[config.mk]
export PLATFORM = sky130hd
export DESIGN_NAME = rv32_core
export DESIGN_NICKNAME = d
export VERILOG_FILES = /design/src/core_pkg.sv /design/src/alu_unit.sv /design/src/inst_dispatch.sv /design/src/int_regfile.sv /design/src/lsu_unit.sv /design/src/rv32_core.sv /design/src/wr_arbiter.sv
export SDC_FILE = /design/constraint.sdc
export NUM_CORES = 2
export LEC_CHECK = 0
export BUFFER_PORTS_ARGS = -buffer_cell sky130_fd_sc_hd__buf_4
export CAP_MARGIN = 20
export CORE_UTILIZATION = 58
export CTS_CLUSTER_DIAMETER = 30
export DETAILED_ROUTE_END_ITERATION = 10
export HOLD_SLACK_MARGIN = 0.12
export MAX_ROUTING_LAYER = met4
export PLACE_DENSITY = 0.79
export SYNTH_ARGS = -nofsm -noshare
export SYNTH_HDL_FRONTEND = slang
export SYNTH_HIERARCHICAL = 1
export SYNTH_SLANG_ARGS = --single-unit
[constraint.sdc]
create_clock -name aclk -period 6.6 [get_ports aclk]
set_clock_uncertainty 0.15 [all_clocks]
set_input_delay 1.32 -clock aclk [delete_from_list [all_inputs] [get_ports aclk]]
set_output_delay 1.32 -clock aclk [all_outputs]
set_load 0.05 [all_outputs]
[src/core_pkg.sv]
// Shared widths, RV32I encodings and state types for the execution core
// Only the integer subset listed in the decoder is encoded here

package core_pkg;

    //////////////////////////////////////////////////////////////////////
    // Widths and word types
    //////////////////////////////////////////////////////////////////////

    localparam int XLEN    = 32;
    localparam int REG_NUM = 32;

    typedef logic [XLEN-1:0] xlen_t;
    typedef logic [4:0]      reg_addr_t;
    typedef logic [31:0]     inst_t;

    //////////////////////////////////////////////////////////////////////
    // Opcodes and function codes
    //////////////////////////////////////////////////////////////////////

    localparam logic [6:0] OP_REG   = 7'b0110011;
    localparam logic [6:0] OP_IMM   = 7'b0010011;
    localparam logic [6:0] OP_LUI   = 7'b0110111;
    localparam logic [6:0] OP_LOAD  = 7'b0000011;
    localparam logic [6:0] OP_STORE = 7'b0100011;

    localparam logic [2:0] F3_ADD  = 3'b000;
    localparam logic [2:0] F3_SLT  = 3'b010;
    localparam logic [2:0] F3_XOR  = 3'b100;
    localparam logic [2:0] F3_OR   = 3'b110;
    localparam logic [2:0] F3_AND  = 3'b111;
    // Width code of LW and SW
    localparam logic [2:0] F3_WORD = 3'b010;

    localparam logic [6:0] F7_SUB = 7'b0100000;

    //////////////////////////////////////////////////////////////////////
    // Unit operation and state encodings
    //////////////////////////////////////////////////////////////////////

    typedef enum logic [2:0] {
        ALU_ADD,
        ALU_SUB,
        ALU_AND,
        ALU_OR,
        ALU_XOR,
        ALU_SLT,
        ALU_LUI
    } alu_op_e;

    typedef enum logic [1:0] {
        LSU_IDLE,
        LSU_STORE,
        LSU_LOAD_WAIT,
        LSU_WRITE_BACK
    } lsu_state_e;

endpackage

[src/alu_unit.sv]
// Single-entry integer ALU, one result held until its write is granted
// Busy while a result waits, so a new issue needs the previous write done

`timescale 1ns/1ns

module alu_unit (
    input  logic               aclk,
    input  logic               rst,
    input  logic               alu_issue,
    input  core_pkg::alu_op_e  alu_op,
    input  core_pkg::xlen_t    op_a,
    input  core_pkg::xlen_t    op_b,
    input  core_pkg::reg_addr_t alu_rd,
    output logic               alu_busy,
    output logic               wr_req,
    output core_pkg::reg_addr_t wr_addr,
    output core_pkg::xlen_t    wr_val,
    input  logic               wr_grant
);

    core_pkg::xlen_t result;

    always_comb begin
        case (alu_op)
            core_pkg::ALU_ADD: result = op_a + op_b;
            core_pkg::ALU_SUB: result = op_a - op_b;
            core_pkg::ALU_AND: result = op_a & op_b;
            core_pkg::ALU_OR:  result = op_a | op_b;
            core_pkg::ALU_XOR: result = op_a ^ op_b;
            // Signed compare, zero extended to a word
            core_pkg::ALU_SLT: result = core_pkg::xlen_t'($signed(op_a) < $signed(op_b));
            core_pkg::ALU_LUI: result = op_b;
            default:           result = '0;
        endcase
    end

    // Request level from issue until grant
    always_ff @(posedge aclk) begin
        if (rst) begin
            wr_req <= 1'b0;
        end else if (alu_issue) begin
            wr_req <= 1'b1;
        end else if (wr_grant) begin
            wr_req <= 1'b0;
        end
    end

    always_ff @(posedge aclk) begin
        if (alu_issue) begin
            wr_val  <= result;
            wr_addr <= alu_rd;
        end
    end

    assign alu_busy = wr_req;

    no_issue_when_busy: assert property (@(posedge aclk) disable iff (rst)
        alu_issue |-> !alu_busy);

endmodule

[src/inst_dispatch.sv]
// Decode, scoreboard and in-order issue of one instruction per accept
// Anything outside the supported RV32I subset is flagged illegal and dropped

`timescale 1ns/1ns

module inst_dispatch (
    input  logic               aclk,
    input  logic               rst,
    input  logic               inst_valid,
    input  core_pkg::inst_t    inst,
    output logic               inst_ready,
    output logic               illegal_inst,
    output core_pkg::reg_addr_t rs1_addr,
    output core_pkg::reg_addr_t rs2_addr,
    input  core_pkg::xlen_t    rs1_val,
    input  core_pkg::xlen_t    rs2_val,
    output logic               alu_issue,
    output core_pkg::alu_op_e  alu_op,
    output core_pkg::xlen_t    op_a,
    output core_pkg::xlen_t    op_b,
    output core_pkg::reg_addr_t alu_rd,
    input  logic               alu_busy,
    output logic               lsu_issue,
    output logic               lsu_load,
    output core_pkg::xlen_t    lsu_addr,
    output core_pkg::xlen_t    lsu_wdata,
    output core_pkg::reg_addr_t lsu_rd,
    input  logic               lsu_busy,
    input  logic               wr_done,
    input  core_pkg::reg_addr_t wr_done_addr
);

    logic [6:0] opcode;
    logic [2:0] funct3;
    logic [6:0] funct7;
    core_pkg::reg_addr_t rd;
    core_pkg::xlen_t imm_i;
    core_pkg::xlen_t imm_s;
    core_pkg::xlen_t imm_u;
    logic is_reg, is_imm, is_lui, is_load, is_store;
    logic reg_legal, to_alu, to_lsu, hazard, accept;
    logic [core_pkg::REG_NUM-1:0] pending;

    //////////////////////////////////////////////////////////////////////
    // Decode
    //////////////////////////////////////////////////////////////////////

    assign opcode = inst[6:0];
    assign rd     = inst[11:7];
    assign funct3 = inst[14:12];
    assign funct7 = inst[31:25];

    assign imm_i = {{20{inst[31]}}, inst[31:20]};
    assign imm_s = {{20{inst[31]}}, inst[31:25], inst[11:7]};
    assign imm_u = {inst[31:12], 12'b0};

    always_comb begin
        reg_legal = 1'b0;
        alu_op    = core_pkg::ALU_ADD;
        if (opcode == core_pkg::OP_LUI) begin
            alu_op = core_pkg::ALU_LUI;
        end else if (opcode == core_pkg::OP_REG) begin
            case (funct3)
                core_pkg::F3_ADD: begin
                    reg_legal = funct7 == '0 || funct7 == core_pkg::F7_SUB;
                    alu_op = (funct7 == core_pkg::F7_SUB) ? core_pkg::ALU_SUB
                                                          : core_pkg::ALU_ADD;
                end
                core_pkg::F3_SLT: begin
                    reg_legal = funct7 == '0;
                    alu_op    = core_pkg::ALU_SLT;
                end
                core_pkg::F3_XOR: begin
                    reg_legal = funct7 == '0;
                    alu_op    = core_pkg::ALU_XOR;
                end
                core_pkg::F3_OR: begin
                    reg_legal = funct7 == '0;
                    alu_op    = core_pkg::ALU_OR;
                end
                core_pkg::F3_AND: begin
                    reg_legal = funct7 == '0;
                    alu_op    = core_pkg::ALU_AND;
                end
                default: reg_legal = 1'b0;
            endcase
        end
    end

    assign is_reg   = opcode == core_pkg::OP_REG && reg_legal;
    assign is_imm   = opcode == core_pkg::OP_IMM && funct3 == core_pkg::F3_ADD;
    assign is_lui   = opcode == core_pkg::OP_LUI;
    assign is_load  = opcode == core_pkg::OP_LOAD && funct3 == core_pkg::F3_WORD;
    assign is_store = opcode == core_pkg::OP_STORE && funct3 == core_pkg::F3_WORD;
    assign to_alu   = is_reg || is_imm || is_lui;
    assign to_lsu   = is_load || is_store;

    //////////////////////////////////////////////////////////////////////
    // Hazards and handshake
    //////////////////////////////////////////////////////////////////////

    assign rs1_addr = inst[19:15];
    assign rs2_addr = inst[24:20];

    // LUI reads no register, stores write none
    assign hazard = ((is_reg || is_imm || to_lsu) && pending[rs1_addr])
                 || ((is_reg || is_store) && pending[rs2_addr])
                 || ((to_alu || is_load) && pending[rd]);

    always_comb begin
        if (to_alu) begin
            inst_ready = !alu_busy && !hazard;
        end else if (to_lsu) begin
            inst_ready = !lsu_busy && !hazard;
        end else begin
            inst_ready = 1'b1;
        end
    end

    assign accept    = inst_valid && inst_ready;
    assign alu_issue = accept && to_alu;
    assign lsu_issue = accept && to_lsu;

    // Scoreboard, x0 is never marked
    always_ff @(posedge aclk) begin
        if (rst) begin
            pending      <= '0;
            illegal_inst <= 1'b0;
        end else begin
            if (wr_done) begin
                pending[wr_done_addr] <= 1'b0;
            end
            if (accept && (to_alu || is_load) && rd != '0) begin
                pending[rd] <= 1'b1;
            end
            illegal_inst <= accept && !to_alu && !to_lsu;
        end
    end

    // Operands for the issued unit
    assign op_a      = rs1_val;
    assign op_b      = is_reg ? rs2_val : (is_lui ? imm_u : imm_i);
    assign alu_rd    = rd;
    assign lsu_load  = is_load;
    assign lsu_addr  = rs1_val + (is_store ? imm_s : imm_i);
    assign lsu_wdata = rs2_val;
    assign lsu_rd    = rd;

    // Every register write retires an issued destination
    write_was_pending: assert property (@(posedge aclk) disable iff (rst)
        wr_done && wr_done_addr != '0 |-> pending[wr_done_addr]);

endmodule

[src/int_regfile.sv]
// Integer registers, two asynchronous reads and one write per cycle
// No write-to-read bypass; the scoreboard keeps readers off pending registers

`timescale 1ns/1ns

module int_regfile (
    input  logic               aclk,
    input  logic               rst,
    input  core_pkg::reg_addr_t rs1_addr,
    output core_pkg::xlen_t    rs1_val,
    input  core_pkg::reg_addr_t rs2_addr,
    output core_pkg::xlen_t    rs2_val,
    input  logic               rd_wr,
    input  core_pkg::reg_addr_t rd_addr,
    input  core_pkg::xlen_t    rd_val
);

    core_pkg::xlen_t regs [core_pkg::REG_NUM];

    // x0 is cleared by reset and never written after
    always_ff @(posedge aclk) begin
        if (rst) begin
            for (int i = 0; i < core_pkg::REG_NUM; i++) begin
                regs[i] <= '0;
            end
        end else if (rd_wr && rd_addr != '0) begin
            regs[rd_addr] <= rd_val;
        end
    end

    assign rs1_val = regs[rs1_addr];
    assign rs2_val = regs[rs2_addr];

endmodule

[src/lsu_unit.sv]
// Word-only load/store unit on a strobe memory port with no back-pressure
// One access at a time; read data is taken on the dmem_rvalid pulse

`timescale 1ns/1ns

module lsu_unit (
    input  logic               aclk,
    input  logic               rst,
    input  logic               lsu_issue,
    input  logic               lsu_load,
    input  core_pkg::xlen_t    lsu_addr,
    input  core_pkg::xlen_t    lsu_wdata,
    input  core_pkg::reg_addr_t lsu_rd,
    output logic               lsu_busy,
    output logic               dmem_wr,
    output logic               dmem_rd,
    output core_pkg::xlen_t    dmem_addr,
    output core_pkg::xlen_t    dmem_wdata,
    input  logic               dmem_rvalid,
    input  core_pkg::xlen_t    dmem_rdata,
    output logic               wr_req,
    output core_pkg::reg_addr_t wr_addr,
    output core_pkg::xlen_t    wr_val,
    input  logic               wr_grant
);

    core_pkg::lsu_state_e state;

    //////////////////////////////////////////////////////////////////////
    // Access sequencing
    //////////////////////////////////////////////////////////////////////

    always_ff @(posedge aclk) begin
        if (rst) begin
            state   <= core_pkg::LSU_IDLE;
            dmem_rd <= 1'b0;
        end else begin
            // Read strobe in the cycle after a load issue
            dmem_rd <= lsu_issue && lsu_load;
            case (state)
                core_pkg::LSU_IDLE: begin
                    if (lsu_issue) begin
                        state <= lsu_load ? core_pkg::LSU_LOAD_WAIT : core_pkg::LSU_STORE;
                    end
                end
                core_pkg::LSU_STORE: state <= core_pkg::LSU_IDLE;
                core_pkg::LSU_LOAD_WAIT: begin
                    if (dmem_rvalid) begin
                        state <= core_pkg::LSU_WRITE_BACK;
                    end
                end
                core_pkg::LSU_WRITE_BACK: begin
                    if (wr_grant) begin
                        state <= core_pkg::LSU_IDLE;
                    end
                end
                default: state <= core_pkg::LSU_IDLE;
            endcase
        end
    end

    // Address, data and destination captured at issue
    always_ff @(posedge aclk) begin
        if (lsu_issue) begin
            dmem_addr  <= lsu_addr;
            dmem_wdata <= lsu_wdata;
            wr_addr    <= lsu_rd;
        end
        if (state == core_pkg::LSU_LOAD_WAIT && dmem_rvalid) begin
            wr_val <= dmem_rdata;
        end
    end

    assign dmem_wr  = (state == core_pkg::LSU_STORE);
    assign wr_req   = (state == core_pkg::LSU_WRITE_BACK);
    assign lsu_busy = (state != core_pkg::LSU_IDLE);

    // The memory answers only the one read in flight
    rvalid_in_wait: assert property (@(posedge aclk) disable iff (rst)
        dmem_rvalid |-> state == core_pkg::LSU_LOAD_WAIT);

endmodule

[src/rv32_core.sv]
// RV32I integer core without fetch; instructions arrive on a valid/ready port
// Data memory is a strobe port that accepts every access at once

`timescale 1ns/1ns

module rv32_core (
    input  logic            aclk,
    input  logic            rst,
    input  logic            inst_valid,
    input  core_pkg::inst_t inst,
    output logic            inst_ready,
    output logic            dmem_wr,
    output logic            dmem_rd,
    output core_pkg::xlen_t dmem_addr,
    output core_pkg::xlen_t dmem_wdata,
    input  logic            dmem_rvalid,
    input  core_pkg::xlen_t dmem_rdata,
    output logic            illegal_inst
);

    core_pkg::reg_addr_t rs1_addr, rs2_addr, alu_rd, lsu_rd;
    core_pkg::xlen_t rs1_val, rs2_val, op_a, op_b, lsu_addr, lsu_wdata;
    core_pkg::alu_op_e alu_op;
    logic alu_issue, alu_busy, lsu_issue, lsu_load, lsu_busy;

    // Unit write requests and the shared write port
    logic alu_req, alu_grant, lsu_req, lsu_grant, rd_wr;
    core_pkg::reg_addr_t alu_wr_addr, lsu_wr_addr, rd_addr;
    core_pkg::xlen_t alu_wr_val, lsu_wr_val, rd_val;

    inst_dispatch dispatch (
        .aclk(aclk), .rst(rst), .inst_valid(inst_valid), .inst(inst),
        .inst_ready(inst_ready), .illegal_inst(illegal_inst),
        .rs1_addr(rs1_addr), .rs2_addr(rs2_addr), .rs1_val(rs1_val), .rs2_val(rs2_val),
        .alu_issue(alu_issue), .alu_op(alu_op), .op_a(op_a), .op_b(op_b),
        .alu_rd(alu_rd), .alu_busy(alu_busy), .lsu_issue(lsu_issue), .lsu_load(lsu_load),
        .lsu_addr(lsu_addr), .lsu_wdata(lsu_wdata), .lsu_rd(lsu_rd), .lsu_busy(lsu_busy),
        .wr_done(rd_wr), .wr_done_addr(rd_addr)
    );

    alu_unit alu (
        .aclk(aclk), .rst(rst), .alu_issue(alu_issue), .alu_op(alu_op),
        .op_a(op_a), .op_b(op_b), .alu_rd(alu_rd), .alu_busy(alu_busy),
        .wr_req(alu_req), .wr_addr(alu_wr_addr), .wr_val(alu_wr_val), .wr_grant(alu_grant)
    );

    lsu_unit lsu (
        .aclk(aclk), .rst(rst), .lsu_issue(lsu_issue), .lsu_load(lsu_load),
        .lsu_addr(lsu_addr), .lsu_wdata(lsu_wdata), .lsu_rd(lsu_rd), .lsu_busy(lsu_busy),
        .dmem_wr(dmem_wr), .dmem_rd(dmem_rd), .dmem_addr(dmem_addr),
        .dmem_wdata(dmem_wdata), .dmem_rvalid(dmem_rvalid), .dmem_rdata(dmem_rdata),
        .wr_req(lsu_req), .wr_addr(lsu_wr_addr), .wr_val(lsu_wr_val), .wr_grant(lsu_grant)
    );

    wr_arbiter arbiter (
        .aclk(aclk), .rst(rst),
        .alu_req(alu_req), .alu_addr(alu_wr_addr), .alu_val(alu_wr_val), .alu_grant(alu_grant),
        .lsu_req(lsu_req), .lsu_addr(lsu_wr_addr), .lsu_val(lsu_wr_val), .lsu_grant(lsu_grant),
        .rd_wr(rd_wr), .rd_addr(rd_addr), .rd_val(rd_val)
    );

    int_regfile regfile (
        .aclk(aclk), .rst(rst),
        .rs1_addr(rs1_addr), .rs1_val(rs1_val), .rs2_addr(rs2_addr), .rs2_val(rs2_val),
        .rd_wr(rd_wr), .rd_addr(rd_addr), .rd_val(rd_val)
    );

endmodule

[src/wr_arbiter.sv]
// Round-robin share of the single register write port between two units
// Requesters hold address and value stable until their grant

`timescale 1ns/1ns

module wr_arbiter (
    input  logic               aclk,
    input  logic               rst,
    input  logic               alu_req,
    input  core_pkg::reg_addr_t alu_addr,
    input  core_pkg::xlen_t    alu_val,
    output logic               alu_grant,
    input  logic               lsu_req,
    input  core_pkg::reg_addr_t lsu_addr,
    input  core_pkg::xlen_t    lsu_val,
    output logic               lsu_grant,
    output logic               rd_wr,
    output core_pkg::reg_addr_t rd_addr,
    output core_pkg::xlen_t    rd_val
);

    // Set when the LSU won the last grant
    logic last_lsu;

    assign alu_grant = alu_req && (!lsu_req || last_lsu);
    assign lsu_grant = lsu_req && (!alu_req || !last_lsu);

    always_ff @(posedge aclk) begin
        if (rst) begin
            last_lsu <= 1'b0;
        end else if (alu_grant || lsu_grant) begin
            last_lsu <= lsu_grant;
        end
    end

    // Winner drives the write port in the grant cycle
    assign rd_wr   = alu_grant || lsu_grant;
    assign rd_addr = lsu_grant ? lsu_addr : alu_addr;
    assign rd_val  = lsu_grant ? lsu_val : alu_val;

    // A load result that lost once wins the next cycle
    lsu_wait_bounded: assert property (@(posedge aclk) disable iff (rst)
        lsu_req && !lsu_grant |=> lsu_grant);

    // A waiting ALU request must not change under the arbiter
    alu_req_hold: assert property (@(posedge aclk) disable iff (rst)
        alu_req && !alu_grant |=> alu_req && $stable(alu_addr) && $stable(alu_val));

endmodule
# ---- After elaboration in Yosys (flattened, before gate mapping)
# Memory sizes are Yosys's and may differ from the RTL's.
# Cells that the tools add are included.
dict set report word_totals {
  out_inout_bits 68
  word_cells 147
  ff_bits 176
  ram_bits 1024
  n_memories 1
}
dict set report classes {
  mux 43
  n_eq_ne 22
  n_lt_le_gt_ge 7
  n_bitwise 6
  n_addsub 3
  reduce_logical 53
}
# memory words width read_ports rd_clocked_by_memory_dff wr line
set mem_list {}
lappend mem_list {regfile.regs 32 32 2 0 32 int_regfile.sv:18} ;# core_pkg::xlen_t regs [core_pkg::REG_NUM];
# op n
set op_table {}
lappend op_table {{$pmux W32 S7} 1}
lappend op_table {{$mux W32} 6}
lappend op_table {{$add A32 B32 Y32} 2}
lappend op_table {{$and A32 B32 Y32} 2}
lappend op_table {{$or A32 B32 Y32} 2}
lappend op_table {{$lt A32 B32 Y1} 1}
lappend op_table {{$not A32 Y32} 1}
lappend op_table {{$reduce_or A32 Y1} 1}
lappend op_table {{$sub A32 B32 Y32} 1}
lappend op_table {{$xor A32 B32 Y32} 1}
lappend op_table {{$mux W31} 1}
lappend op_table {{$eq A7 B6 Y1 const B} 4}
lappend op_table {{$lt A5 B6 Y1 const B} 4}
lappend op_table {{$logic_and A1 B1 Y1} 23}
lappend op_table {{$eq A3 B3 Y1 const B} 6}
lappend op_table {{$mux W1} 18}
lappend op_table {{$bmux W1 S5} 3}
lappend op_table {{$mux W5} 3}
lappend op_table {{$pmux W3 S5} 1}
lappend op_table {{$logic_or A1 B1 Y1} 12}
lappend op_table {{$demux W1 S5} 2}
lappend op_table {{$ge A5 B1 Y1 const B} 2}
lappend op_table {{$reduce_bool A5 Y1} 2}
lappend op_table {{$eq A3 B2 Y1 const B} 3}
lappend op_table {{other kinds (18)} 32}

# ---- Longest topological paths before layout
dict set report logic_depth {
  ltp_word 19
  ltp_mapped 23
}

# ---- By module
# Netlist, hierarchy kept.
# module cells_each n_inst area_each_um2
set modules_own_cells {}
lappend modules_own_cells {int_regfile 4605 1 55888.6}
lappend modules_own_cells {alu_unit 862 1 6688.9}
lappend modules_own_cells {inst_dispatch 614 1 4957.3}
lappend modules_own_cells {lsu_unit 118 1 3179.3}
lappend modules_own_cells {wr_arbiter 48 1 609.3}

# ---- Worst setup path after synthesis
# OpenSTA, ideal clock, no wires.
dict set report synth_path {
  kind {input-to-reg}
  from {in inst[15]}
  to {reg lsu.state[0]}
  t_required_ns 6.380
  setup_time_ns 0.070
  stages 11
  path_slack_ns -0.398
  t_arrival_ns 6.779
  cell_sequence {clkbuf_1 mux4_2 mux4_2 nand2b_1 o221ai_1 o2111ai_2 a21oi_1 nand2_1 nor2_1 or3b_1 a21oi_1}
}
dict set report synth_between {
  elab_chain_len 13
}
# item line
set synth_rtl {}
lappend synth_rtl {{start: declaration} rv32_core.sv:10} ;# input core_pkg::inst_t inst,
lappend synth_rtl {{$bmux W1 S5 (*)} inst_dispatch.sv:106} ;# assign hazard = ((is_reg || is_imm || to_lsu) && pending[rs1_addr])
lappend synth_rtl {{$mux W1 (not written as such) (*)} inst_dispatch.sv:106}
lappend synth_rtl {{$logic_and A1 B1 Y1 (*)} inst_dispatch.sv:106}
lappend synth_rtl {{$logic_or A1 B1 Y1 (*)} inst_dispatch.sv:107} ;# || ((is_reg || is_store) && pending[rs2_addr])
lappend synth_rtl {{$logic_or A1 B1 Y1 (*)} inst_dispatch.sv:108} ;# || ((to_alu || is_load) && pending[rd]);
lappend synth_rtl {{$logic_not A1 Y1 (*)} {inst_dispatch.sv:112, inst_dispatch.sv:114}}
lappend synth_rtl {{$logic_and A1 B1 Y1} inst_dispatch.sv:114} ;# inst_ready = !lsu_busy && !hazard;
lappend synth_rtl {{$mux W1} inst_dispatch.sv:113} ;# end else if (to_lsu) begin
lappend synth_rtl {{$mux W1 (*)} inst_dispatch.sv:111} ;# if (to_alu) begin
lappend synth_rtl {{$logic_and A1 B1 Y1 (*)} inst_dispatch.sv:120} ;# assign accept = inst_valid && inst_ready;
lappend synth_rtl {{$logic_and A1 B1 Y1 (*)} inst_dispatch.sv:122} ;# assign lsu_issue = accept && to_lsu;
lappend synth_rtl {{net lsu_issue} rv32_core.sv:24} ;# logic alu_issue, alu_busy, lsu_issue, lsu_load, lsu_busy;
lappend synth_rtl {{$ne A2 B1 Y1 (no source line) (*)} n/a}
lappend synth_rtl {{$reduce_and A3 Y1 (no source line) (*)} n/a}
lappend synth_rtl {{end signal: assignment} lsu_unit.sv:35} ;# state <= core_pkg::LSU_IDLE;
lappend synth_rtl {{end signal: assignment} lsu_unit.sv:43} ;# state <= lsu_load ? core_pkg::LSU_LOAD_WAIT : core_pkg::LSU_STORE;
lappend synth_rtl {{end signal: assignment} lsu_unit.sv:46} ;# core_pkg::LSU_STORE: state <= core_pkg::LSU_IDLE;
lappend synth_rtl {{end: declaration} lsu_unit.sv:27} ;# core_pkg::lsu_state_e state;
# Mark *: on every way through the listed nets, which the timed path passes. The rest lies on a longest branch. The select of a mux whose other input is x is not followed.
# A chain may end at the register's enable or synchronous reset.

# ---- Final worst setup path
dict set report layout_path {
  from {in inst[21]}
  to {reg alu.wr_val[31], data pin}
}
dict set report layout_between {
  elab_chain_len 4
}
# item line
set layout_rtl {}
lappend layout_rtl {{$mem_v2 Z32 W32 (*)} n/a}
lappend layout_rtl {{net rs2_val[8]} rv32_core.sv:22} ;# core_pkg::xlen_t rs1_val, rs2_val, op_a, op_b, lsu_addr, lsu_wdata;
lappend layout_rtl {{$mux W32 (*)} inst_dispatch.sv:142} ;# assign op_b = is_reg ? rs2_val : (is_lui ? imm_u : imm_i);
lappend layout_rtl {{net op_b[8]} rv32_core.sv:22}
lappend layout_rtl {{$sub A32 B32 Y32 or $add A32 B32 Y32 (tied branches)} {alu_unit.sv:26, alu_unit.sv:25}}
lappend layout_rtl {{$pmux W32 S7 (*)} alu_unit.sv:24} ;# case (alu_op)
lappend layout_rtl {{net alu.result[31]} alu_unit.sv:21} ;# core_pkg::xlen_t result;
lappend layout_rtl {{end signal: assignment} alu_unit.sv:50} ;# wr_val <= result;
lappend layout_rtl {{end: declaration} alu_unit.sv:17} ;# output core_pkg::xlen_t wr_val,
# Mark *: on every way through the listed nets, which the timed path passes. The rest lies on a longest branch.

==> flow_summary_export.csv <==
group,metric,value,unit
final_layout,final_cell_mix,"edfxtp_1 (1162), mux2i_1 (1056), and2_1 (999)",
clock_tree,cts_buffers,279,
power_and_ir_drop,power,25.79,mW
sta,tightest_slew,1.205,ns
critical_path,crit_type,"in2reg",
sta,timing.setup.tns,0,ns
placement,place_congestion,1.013,
sta,slew_violations,0,
floorplan,die_x,352.7,um
final_layout,layout_commonest_cell,"edfxtp_1",
sta,setup_viol,0,
power_and_ir_drop,power_per_cell_area,299.9,nW/um^2
synth,ys.flop_type,"edfxtp_1",
grt,grt_max_degree,73,
final_layout,drive_gt1_share,19.59,%
synth,ys_seq_area_share,49.99,%
sta,hold_viol,0,
sta,period_needed,6.159,ns
critical_path,crit_arrival,6.59,ns
critical_path,crit_required,7.03,ns
grt,grt_pass1_wl,366500,um
power_and_ir_drop,ir_drop,330.2,uV
run,cap_violations,0,
floorplan,die_area,124400,um^2
clock_tree,cts_tree,"done",
min_path,min-delay-path-class,"reg2reg",
synth,synth-xor-area-share,0.5894,%
clock_tree,htreeDepth,5,
route,viasPerCell,6.733,
final_layout,final_area,86000,um^2
route,firstDrtPassIters,9,
critical_path,path_cells,"buf_8 > buf_12 > mux2i_1 > a22o_1 > nor3_1 > buf_4 > a31oi_1 > buf_4 > nand3_1 > a22o_1 > inv_1 > ha_1 > nand2_1 > a211o_1 > a21oi_1 > buf_4 > o2111ai_1 > a2111oi_0 > buf_4 > nor3_1 > o21a_1 > o21ai_0 > a32o_1",
clock_tree,clock_tree.root_cell,"clkbuf_16",
synth,netlist_area,71320,um^2
synth,yosys_warnings,6,
synth,synthCells,6247,
final_layout,finalNetCount,6877,
clock_tree,cts-resized-gates,0,
sta,max_freq,0.1624,GHz
synth,avgSynthCellArea,11.42,um^2
synth,muxShareOfSynthArea,16.53,%
synth,synth_fa_ha_area_share,2.488,%
synth,synthArstFlopShare,0,%
synth,synth-seq-cells,1200,
floorplan,start_util,58.52,%
critical_path,slowest_delay,0.53,ns
floorplan,num_rows,128,
clock_tree,holdBufCountCts,0,
placement,place.port_buffers,135,
sta,rsz0062_at_grt,"false",
critical_path,cpMostUsedCell,"buf_4",
synth,synth-compound-area-share,10.03,%
route,wl_met1,92840,um
route,routedWlPerCell,29.92,um
critical_path,crit_slowest_cell,"o2111ai_1",
grt,grt_use_total,41.02,%
critical_path,cp-end-kind,"flop",
route,top_layer_used,"met4",
sta,setup_slack,0.4412,ns
route,wl,254300,um
grt,gr-total-overflow,0,
floorplan,core,121900,um^2
synth,synth_edf_count,1162,
clock_tree,cts_buffer_depth,4,
placement,place_ws,-0.03315,ns
sta,finalCritPeriodShare,93.31,%
route,vias,57240,
synth,synth_cell_types,105,
synth,synth_simple_gate_area_share,15.33,%
critical_path,worstPathMaxFanout,26,
route,route.met2.wl,110800,um
final_layout,areaGrowthSynthToFinish,20.58,%
sta,slew_headroom,19.66,%
power_and_ir_drop,p_leak,35.57,nW
grt,grt_pass1_vias,57200,
placement,placed_area,76700,um^2
clock_tree,cts_setup_buffers,0,
placement,dp_hpwl,160700,um
route,drc,0,
route,wl_met3,32200,um
floorplan,pin_count,136,
grt,antenna_found_initial,13,
clock_tree,clkTransAtPathRegs,0.04,ns
clock_tree,insertion_delay,0.89,ns
synth,synth_top_family_by_area,"multiplexers",
floorplan,die_y,352.7,um
clock_tree,clock_sinks,1200,
critical_path,startpoint_type,"input port",
route,first_iter_violations,7887,
outcome,outcome,"finished, final reports clean",
route,drt.antenna.violating_nets,0,
metrics by stage:
step,hold WS (ns),utilization [%],cells
final,0.3482,70.56,8502
after CTS,0.3386,70.48,8488
after global routing,0.3659,70.56,8498
after detailed placement,0.3302,62.93,8009
after floorplan,0.2939,-,6278
after global placement,0.3079,62.93,8009
layout make-up:
class                   instances  area (um^2)
diodes                         10        25.02
flip-flops and latches       1200        35650
fillers                      8231        35880
inverters                     103        386.6
well taps                    1625         2033
repair buffers                725         6359
multi-input cells            4360        32350
clock buffers                 317         7272
clock inverters               162         1924
registers in the layout, indices dropped and copies added, names as in the netlist:
signal	cells
regfile/regs	1024
alu/wr_val	32
dispatch/pending	32
lsu/dmem_addr	32
lsu/dmem_wdata	32
lsu/wr_val	32
alu/wr_addr	5
lsu/wr_addr	5
lsu/state	2
alu/alu_busy	1
arbiter/last_lsu	1
dispatch/illegal_inst	1
lsu/dmem_rd	1
Yosys cell counts (16+ instances only):
cell / n / area (um^2)
nand3b_1: 28 / 210.2
mux2i_1: 1056 / 10570
a21oi_1: 297 / 1486
buf_4: 151 / 1134
a31oi_1: 75 / 469.2
mux2_4: 19 / 285.3
edfxtp_1: 1162 / 34890
o211ai_1: 16 / 120.1
a21o_1: 23 / 172.7
mux4_2: 28 / 630.6
o21ai_0: 99 / 495.5
and2_1: 1001 / 6262
buf_1: 30 / 112.6
nand2b_1: 17 / 106.4
mux2_2: 27 / 304.0
clkbuf_1: 278 / 1044
a22o_1: 134 / 1174
nor2b_1: 36 / 225.2
nor3_1: 96 / 480.5
nand2_1: 304 / 1141
o22ai_1: 24 / 150.1
ha_1: 137 / 1714
o21ai_1: 24 / 120.1
xnor2_1: 35 / 306.5
a221o_1: 25 / 250.2
or2_2: 39 / 244.0
inv_1: 102 / 382.9
dfxtp_1: 38 / 760.7
o31ai_1: 17 / 127.6
o221ai_1: 20 / 175.2
buf_2: 124 / 620.6
nand3_1: 218 / 1091
a22oi_1: 198 / 1486
nor2_1: 125 / 469.2
critical path, delay by kind of cell:
family,cells,cell delay [ns]
simple gates,4,0.88
compound gates,10,2.52
buf+inv,7,1.27
fa+ha+maj,1,0.28
mux,1,0.27
path summary, 6_finish.rpt:
kind | start | to | slack (ns) | depth (start not counted)
hold reg to reg | dispatch/pending[0]$_SDFF_PP0_ | dispatch/pending[0]$_SDFF_PP0_ | 0.35 | 2
setup / recovery | inst[21] | alu/wr_val[31]$_DFFE_PP_ | 0.44 | 23
hold / removal | dispatch/pending[0]$_SDFF_PP0_ | dispatch/pending[0]$_SDFF_PP0_ | 0.35 | 2
setup reg to reg | regfile/regs[0][8]$_SDFFCE_PN0P_ | alu/wr_val[31]$_DFFE_PP_ | 1.04 | 21
per-layer routing:
layer / vias to the layer above / global-route usage, %
met5: - / -
met4: 0 / 26.00
met3: 1035 / 9.671
met2: 4501 / 59.51
met1: 27860 / 51.71
li1: 23850 / -
cells by family after synthesis:
family | count (synthesis)
and+or+nand+nor | 1954
DFF | 1200
muxes | 1130
AOI/OAI and AO/OA | 1056
buffers and inverters | 718
adders and majority gates | 140
xor gates and xnor gates | 48
other | 1
report_power, final:
part | leakage [nW] | total [mW] | switching, mW | internal (mW)
Combinational | 19.0 | 3.38 | 2.03 | 1.36
Sequential | 12.1 | 8.77 | 0.130 | 8.64
Clock | 4.43 | 13.6 | 4.31 | 9.33
Total | 35.6 | 25.8 | 6.46 | 19.3
Note: power is estimated with default switching activity, not from simulation.
